<file path="config.mk">
export PLATFORM = sky130hd
export DESIGN_NAME = line_distributor
export DESIGN_NICKNAME = d
export VERILOG_FILES = /design/src/design/udp_tx_pkg.sv /design/src/design/line_distributor.sv
export SDC_FILE = /design/constraint.sdc
export NUM_CORES = 1
export LEC_CHECK = 0
export ABC_CLOCK_PERIOD_IN_PS = 2940
export CORE_UTILIZATION = 63
export CTS_CLUSTER_DIAMETER = 100
export DETAILED_ROUTE_END_ITERATION = 8
export DONT_BUFFER_PORTS = 1
export HOLD_SLACK_MARGIN = 0.02
export PLACE_DENSITY_LB_ADDON = 0.05
export RECOVER_POWER = 50
export SYNTH_ARGS = -nofsm -noshare
export SYNTH_HDL_FRONTEND = slang
export SYNTH_SLANG_ARGS = --single-unit
</file>
<file path="constraint.sdc">
create_clock -name fifo_clk -period 2.94 [get_ports fifo_clk]
set_input_delay 0.294 -clock fifo_clk [delete_from_list [all_inputs] [get_ports fifo_clk]]
set_output_delay 0.294 -clock fifo_clk [all_outputs]
set_load 0.005 [all_outputs]
</file>
<file path="src/design/udp_tx_pkg.sv">
package udp_tx_pkg;

	// --------------------
	// Sizes
	localparam int NUM_CH       = 2;
	localparam int CH_W         = (NUM_CH > 1) ? $clog2(NUM_CH) : 1;
	localparam int PIX_PER_LINE = 16;
	localparam int PIX_CNT_W    = $clog2(PIX_PER_LINE);
	localparam int LINE_NUM_W   = 11;
	localparam int BUF_DEPTH    = 2 * PIX_PER_LINE;
	localparam int BUF_AW       = $clog2(BUF_DEPTH);
	localparam int IFG_CYCLES   = 12;

	// Marks a header word in the top five bits
	localparam logic [4:0] HDR_TAG = 5'h1F;

	// --------------------
	// Frame fields
	localparam logic [47:0] SRC_MAC      = 48'h00_23_45_67_89_01;
	localparam logic [47:0] DST_MAC      = 48'h00_23_45_67_89_02;
	localparam logic [15:0] ETH_TYPE     = 16'h0800;
	localparam logic [31:0] IP_SRC       = {8'd192, 8'd168, 8'd0, 8'd1};
	localparam logic [31:0] IP_DST       = {8'd192, 8'd168, 8'd0, 8'd2};
	localparam logic [15:0] IP_VER_TOS   = 16'h4500;
	localparam logic [15:0] IP_IDEN      = 16'h0000;
	localparam logic [15:0] IP_FLAG      = 16'h4000;
	localparam logic [7:0]  IP_TTL       = 8'h40;
	localparam logic [7:0]  IP_PROT      = 8'h11;
	localparam logic [15:0] UDP_SRC_PORT = 16'h3038;
	localparam logic [15:0] UDP_DST_PORT = 16'h3039;
	localparam logic [7:0]  PKT_VIDEO    = 8'h00;
	// UDP header, type byte, line number, then luma/chroma pairs
	localparam logic [15:0] UDP_LEN      = 16'(8 + 3 + 2 * PIX_PER_LINE);
	localparam logic [15:0] IP_LEN       = UDP_LEN + 16'd20;
	localparam logic [31:0] CRC_POLY     = 32'hEDB88320;

	// --------------------
	// Builder phases
	localparam logic [3:0] ST_IDLE = 4'd0;
	localparam logic [3:0] ST_PRE  = 4'd1;
	localparam logic [3:0] ST_SFD  = 4'd2;
	localparam logic [3:0] ST_ETH  = 4'd3;
	localparam logic [3:0] ST_IP   = 4'd4;
	localparam logic [3:0] ST_TYPE = 4'd5;
	localparam logic [3:0] ST_LNUM = 4'd6;
	localparam logic [3:0] ST_PIX  = 4'd7;
	localparam logic [3:0] ST_FCS  = 4'd8;
	localparam logic [3:0] ST_GAP  = 4'd9;

	// One input word, read as a header or as a pixel
	typedef union packed {
		struct packed {
			logic [4:0]            tag;
			logic [LINE_NUM_W-1:0] num;
		} hdr;
		struct packed {
			logic [7:0] luma;
			logic [7:0] chroma;
		} pix;
	} line_word_u;

endpackage
</file>
<file path="src/design/line_distributor.sv">
`timescale 1ns/1ps

module line_distributor (
	input  logic                              fifo_clk,
	input  logic                              sys_rst,
	input  logic                              line_valid,
	input  udp_tx_pkg::line_word_u            line_word,
	output logic [udp_tx_pkg::NUM_CH-1:0]     ln_wr,
	output logic [udp_tx_pkg::LINE_NUM_W-1:0] ln_num,
	output logic [udp_tx_pkg::NUM_CH-1:0]     px_wr,
	output udp_tx_pkg::line_word_u            px_word
);
	import udp_tx_pkg::*;

	logic                 in_line;
	logic [PIX_CNT_W-1:0] pix_cnt;
	logic [CH_W-1:0]      ch_sel;
	logic                 is_hdr;
	logic [CH_W-1:0]      hdr_ch;

	assign is_hdr = (line_word.hdr.tag == HDR_TAG);
	// Target builder is line number modulo channel count
	assign hdr_ch = CH_W'(line_word.hdr.num % NUM_CH);

	always_ff @(posedge fifo_clk) begin
		if (sys_rst) begin
			ln_wr   <= '0;
			px_wr   <= '0;
			in_line <= 1'b0;
			pix_cnt <= '0;
			ch_sel  <= '0;
		end else begin
			ln_wr <= '0;
			px_wr <= '0;
			if (line_valid) begin
				if (!in_line) begin
					// Words outside a line are dropped unless tagged
					if (is_hdr) begin
						ln_wr[hdr_ch] <= 1'b1;
						ch_sel        <= hdr_ch;
						pix_cnt       <= '0;
						in_line       <= 1'b1;
					end
				end else begin
					px_wr[ch_sel] <= 1'b1;
					pix_cnt       <= pix_cnt + 1'b1;
					if (pix_cnt == PIX_CNT_W'(PIX_PER_LINE - 1)) begin
						in_line <= 1'b0;
					end
				end
			end
		end
	end

	always_ff @(posedge fifo_clk) begin
		if (line_valid) begin
			ln_num  <= line_word.hdr.num;
			px_word <= line_word;
		end
	end

	a_hdr_after_line : assert property (@(posedge fifo_clk) disable iff (sys_rst)
		(line_valid && is_hdr) |-> !in_line);

endmodule

</file>
# ---- After elaboration in Yosys (flattened, before gate mapping)
# Index checks and enable logic that the tools add are counted.
dict set report op_classes {
  add_sub_neg 1
  magnitude_cmp 4
  eq_ne 2
  mux 9
  n_bitwise 3
  n_reduce_logical 7
}
# op count
set op_table {}
lappend op_table {{4-bit two-way mux} 2}
lappend op_table {{5-bit equality test, second input constant} 1}
lappend op_table {{1-bit two-way mux} 5}
lappend op_table {{4-bit by 1-bit adder with 4-bit output, second input constant} 1}
lappend op_table {{4-bit equality test, second input constant} 1}
lappend op_table {{1-bit by 2-bit less-than comparator with 1-bit output, second input constant} 2}
lappend op_table {{4-bit OR reduction} 1}
lappend op_table {{1-bit inverter} 3}
lappend op_table {{3-bit AND reduction} 1}
lappend op_table {{3-bit OR reduction} 1}
lappend op_table {{1-bit demux with 1-bit select} 2}
lappend op_table {{1-bit >= comparator, second input constant} 2}
lappend op_table {{1-bit logical AND} 2}
lappend op_table {{2-bit AND reduction} 1}
lappend op_table {{2-bit nonzero test} 1}
dict set report word_totals {
  ff_bits 37
  input_bits 19
  output_inout_bits 31
  word_cells 33
}

# ---- Depth between registers and ports, before layout
dict set report logic_depth {
  depth_word 4
  depth_mapped 4
  depth_no_buf 4
}

# ---- Least setup slack after synthesis
# No wires, ideal clock.
dict set report synth_timing {
  path_kind {reg2reg}
  startpoint {register in_line}
  endpoint {register pix_cnt[3]}
  arrival_ns 1.004
  slack_ns 1.862
  stages_incl_launch_ff 4
  n_path_buf 0
  path_cell_list {dfxtp_1 > nand2_1 > or3_1 > a31oi_1}
}
dict set report synth_via {
  elab_chain_cells 2
  word_cells_on_any_way 3
}
# item line_no
set synth_lines {}
lappend synth_lines {{start: declaration} line_distributor.sv:15} ;# logic in_line;
lappend synth_lines {{start signal: assignment} line_distributor.sv:29} ;# in_line <= 1'b0;
lappend synth_lines {{start signal: assignment} line_distributor.sv:42} ;# in_line <= 1'b1;
lappend synth_lines {{start signal: assignment} line_distributor.sv:48} ;# in_line <= 1'b0;
lappend synth_lines {{2-bit nonzero test (no source line)} n/a}
lappend synth_lines {{2-bit AND reduction (no source line)} n/a}
lappend synth_lines {{end signal: assignment} line_distributor.sv:46} ;# pix_cnt <= pix_cnt + 1'b1;
lappend synth_lines {{end: declaration} line_distributor.sv:16} ;# logic [PIX_CNT_W-1:0] pix_cnt;
# Several ways; a longest one is shown, not always the timed one.
# A chain may end at the register's enable or synchronous reset.

# ---- Worst setup path in the final report
# Ends and elaborated chain as after synthesis.

==> flow_summary_export.csv <==
group,metric,value,unit
setup_path,worstPathArrival,1.52,ns
sta,finalSetupTns,0,ns
min_path,whs_endpoint,"pix_cnt[0]",
yosys,syn_inst,68,
setup_path,r2r-start,"in_line",
setup_path,worstPathCellList,"nand2_1 -> or3_1 -> a31oi_1",
yosys,synth_fa_ha_area_frac,0.0129,
yosys,yosysSeqAreaShare,0.703,
detailed_routing,detail_route.wl_per_cell,19.0,um
sta,drv_slew,0,
setup_path,cp_slowest_cell,"dfxtp_1",
setup_path,setup.worst_path.class,"flop to flop",
min_path,min_from,"sys_rst",
final_layout,area_delta_synth_final,-1.03,%
clock_network,cts_tree,"done",
placement,gp_congestion,0.553,
grt,grt_pass1_wl,1.77,mm
power_and_ir_drop,vdd.ir_drop.worst,294,uV
yosys,async_flop_share,0,
grt,antenna_found_initial,0,
final_layout,fill_cells,101,
yosys,synth_top_family_by_area,"simple AND/OR/NAND/NOR gates",
grt,grt_usage,0.177,
placement,port_buffers,0,
setup_path,rr_worst_depth,3,
clock_network,htreeDepth,1,
clock_network,clkTransAtPathRegs,0.12,ns
final_layout,layout_commonest_cell,"edfxtp_1",
detailed_routing,num_vias,517,
grt,grt-ovfl-total,0,
yosys,synth_edf_count,16,
die,die_x,41.2,um
placement,pre_cts_slack,1.73,ns
setup_path,crit_fanout,8,
min_path,hp-class,"primary input to flop",
yosys,yosysTopAreaCellShare,0.496,
job,max_cap_viol_count,0,
power_and_ir_drop,swShare,0.176,
detailed_routing,routed_wl,1.44,mm
power_and_ir_drop,p_switching,0.110,mW
die,core,1370,um^2
yosys,syn-num-nets,88,
min_path,worstHoldPathCells,1,
yosys,synth_ff_type,"edfxtp_1",
sta,hold_viol_final,0,
power_and_ir_drop,power_frac_seq,0.676,
sta,fin_ws,1.66,ns
yosys,ys_warn_count,0,
die,initial_core_util,0.709,
yosys,synth-simple-area-share,0.125,
setup_path,cp_top_family,"simple AND/OR/NAND/NOR gates",
sta,worst-slew-pin-transition,0.245,ns
sta,rsz0062_at_grt,"no",
setup_path,startpoint_type,"flop",
detailed_routing,initialDrtViolationCount,15,
clock_network,clock_latency,0.30,ns
detailed_routing,detail-route-antenna-nets,0,
yosys,synth.distinct_cells,21,
sta,timing.final.crit_share,0.435,
yosys,ys_seq_elements,26,
sta,period_needed,1.28,ns
final_layout,layout_common_cells,"edfxtp_1, dfxtp_1, o211ai_1",
setup_path,cp.required,3.18,ns
yosys,avgSynthCellArea,14.2,um^2
power_and_ir_drop,p_clk_frac,0.314,
status,status,"complete, no violations",
setup_path,rr_endpoint,"pix_cnt[3]",
sta,clock_skew,0.000936,ns
grt,grt_pass1_vias,392,
yosys,synth_xor_area_frac,0,
sta,fmax,782,MHz
die,die_area,1700,um^2
sta,slew_headroom,0.837,
yosys,synth_top_cell_by_area,"edfxtp_1",
clock_network,cts.sinks,26,
die,fp-row-count,13,
power_and_ir_drop,internal_power,0.514,mW
yosys,syn-cell-area,968,um^2
final_layout,drive_gt1_frac,0.115,
die,ios,50,
power_and_ir_drop,p_leak,0.319,nW
final_layout,layout.nets,82,
power_and_ir_drop,p_comb_frac,0.010,
clock_network,cts_buffer_depth,2,
yosys,synth-compound-area-share,0.0594,
die,fp.dieH,41.2,um
yosys,synthTopCellsByArea,"edfxtp_1, dfxtp_1, buf_4, o211ai_1, nand4b_1",
final_layout,fin_area,958,um^2
detailed_routing,drc,0,
setup_path,slowest_delay,0.48,ns
detailed_routing,via_per_inst,6.80,
final_layout,antenna_cells,0,
clock_network,root_buffer,"clkbuf_4",
detailed_routing,firstDrtPassIters,4,
setup_path,rrSetupSlack,1.66,ns
sta,finalSetupViolations,0,
power_and_ir_drop,power_density,651,nW/um^2
setup_path,crit_buf_inv,0,
yosys,synth_mux_area_frac,0.0103,
grt,grt_max_degree,24,
clock_network,cts_buffers,3,
placement,placed_cell_area,901,um^2
setup_path,endpoint_kind,"flop",
## power by group through the flow
stage               registers [mW]  clock network (mW)  logic, mW
floorplan                    0.425                   0     0.0228
detailed placement           0.431                   0    0.00438
global placement             0.430                   0    0.00403
CTS                          0.422               0.201    0.00443
global route                 0.427               0.217    0.00652
finish                       0.422               0.196    0.00612
## how the worst max path moves through the flow
| stage | cells past startpoint | slack (ns) | from | endpoint |
|---|---|---|---|---|
| after CTS | 3 | 1.69 | in_line | pix_cnt[3] |
| after floorplan | 3 | 1.86 | in_line | pix_cnt[3] |
| after global routing | 3 | 1.58 | in_line | pix_cnt[3] |
| after detailed placement | 3 | 1.73 | in_line | pix_cnt[3] |
| after global placement | 3 | 1.82 | in_line | pix_cnt[3] |
| final | 3 | 1.66 | in_line | pix_cnt[3] |
## cells by family (layout without fill, tap and decap cells)
group	count (synthesis)	in the layout
buffers and inverters	12	5
muxes	1	1
adders and majority gates	1	1
and+or+nand+nor	19	19
DFF	26	26
AOI/OAI and AO/OA	9	9
## stage by stage
| stage | utilization | hold slack [ns] | total power [mW] | cells |
|---|---|---|---|---|
| detailed placement | 0.659 | 0.367 | 0.435 | 71 |
| CTS | 0.694 | 0.0274 | 0.628 | 75 |
| global route | 0.701 | 0.0214 | 0.650 | 76 |
| floorplan | - | 0.372 | 0.448 | 68 |
| global placement | 0.659 | 0.366 | 0.434 | 71 |
| finish | 0.701 | 0.0358 | 0.624 | 76 |
## routing by layer
metal	track usage	wire length (um)
met2	0.313	744
met5	0	0
met1	0.178	585
met4	0.113	13
met3	0.0543	100
## state kept, by name, indices dropped and copies added (netlist names)
| register | cells |
|---|---|
| px_word | 6 |
| ch_sel | 1 |
| pix_cnt | 4 |
| px_wr | 2 |
| ln_wr | 2 |
| ln_num | 10 |
| in_line | 1 |
## worst register-to-register path: stages, from the launching register on
cell and delay, ns:
dfxtp_1 0.48, nand2_1 0.22, or3_1 0.38, a31oi_1 0.13
## cell usage after synthesis (2+ instances only)
library cell and number:
edfxtp_1 16, buf_4 11, dfxtp_1 10, o211ai_1 4
a21oi_1 3, nand2_1 3, a31oi_1 2, nand2b_1 2
nand3_1 2, nand4_1 2, nand4b_1 2, nor3_1 2
## repair_timing
item                                   4_1_cts  5_1_grt
setup endpoints to repair                    0        0
resized for setup                            0        0
buffers inserted                             0        0
endpoints found under the hold margin        0        4
hold buffers                                 0        1
## layout make-up
| class | count | area [um^2] | share of cell area |
|---|---|---|---|
| clock buffers | 4 | 47.5 | 0.0496 |
| multi-input cells | 30 | 201 | 0.210 |
| flip-flops and latches | 26 | 681 | 0.710 |
| well taps | 15 | 18.8 | 0.0196 |
| repair buffers | 1 | 10.0 | 0.0104 |
Note: power is estimated with default switching activity, not from simulation.
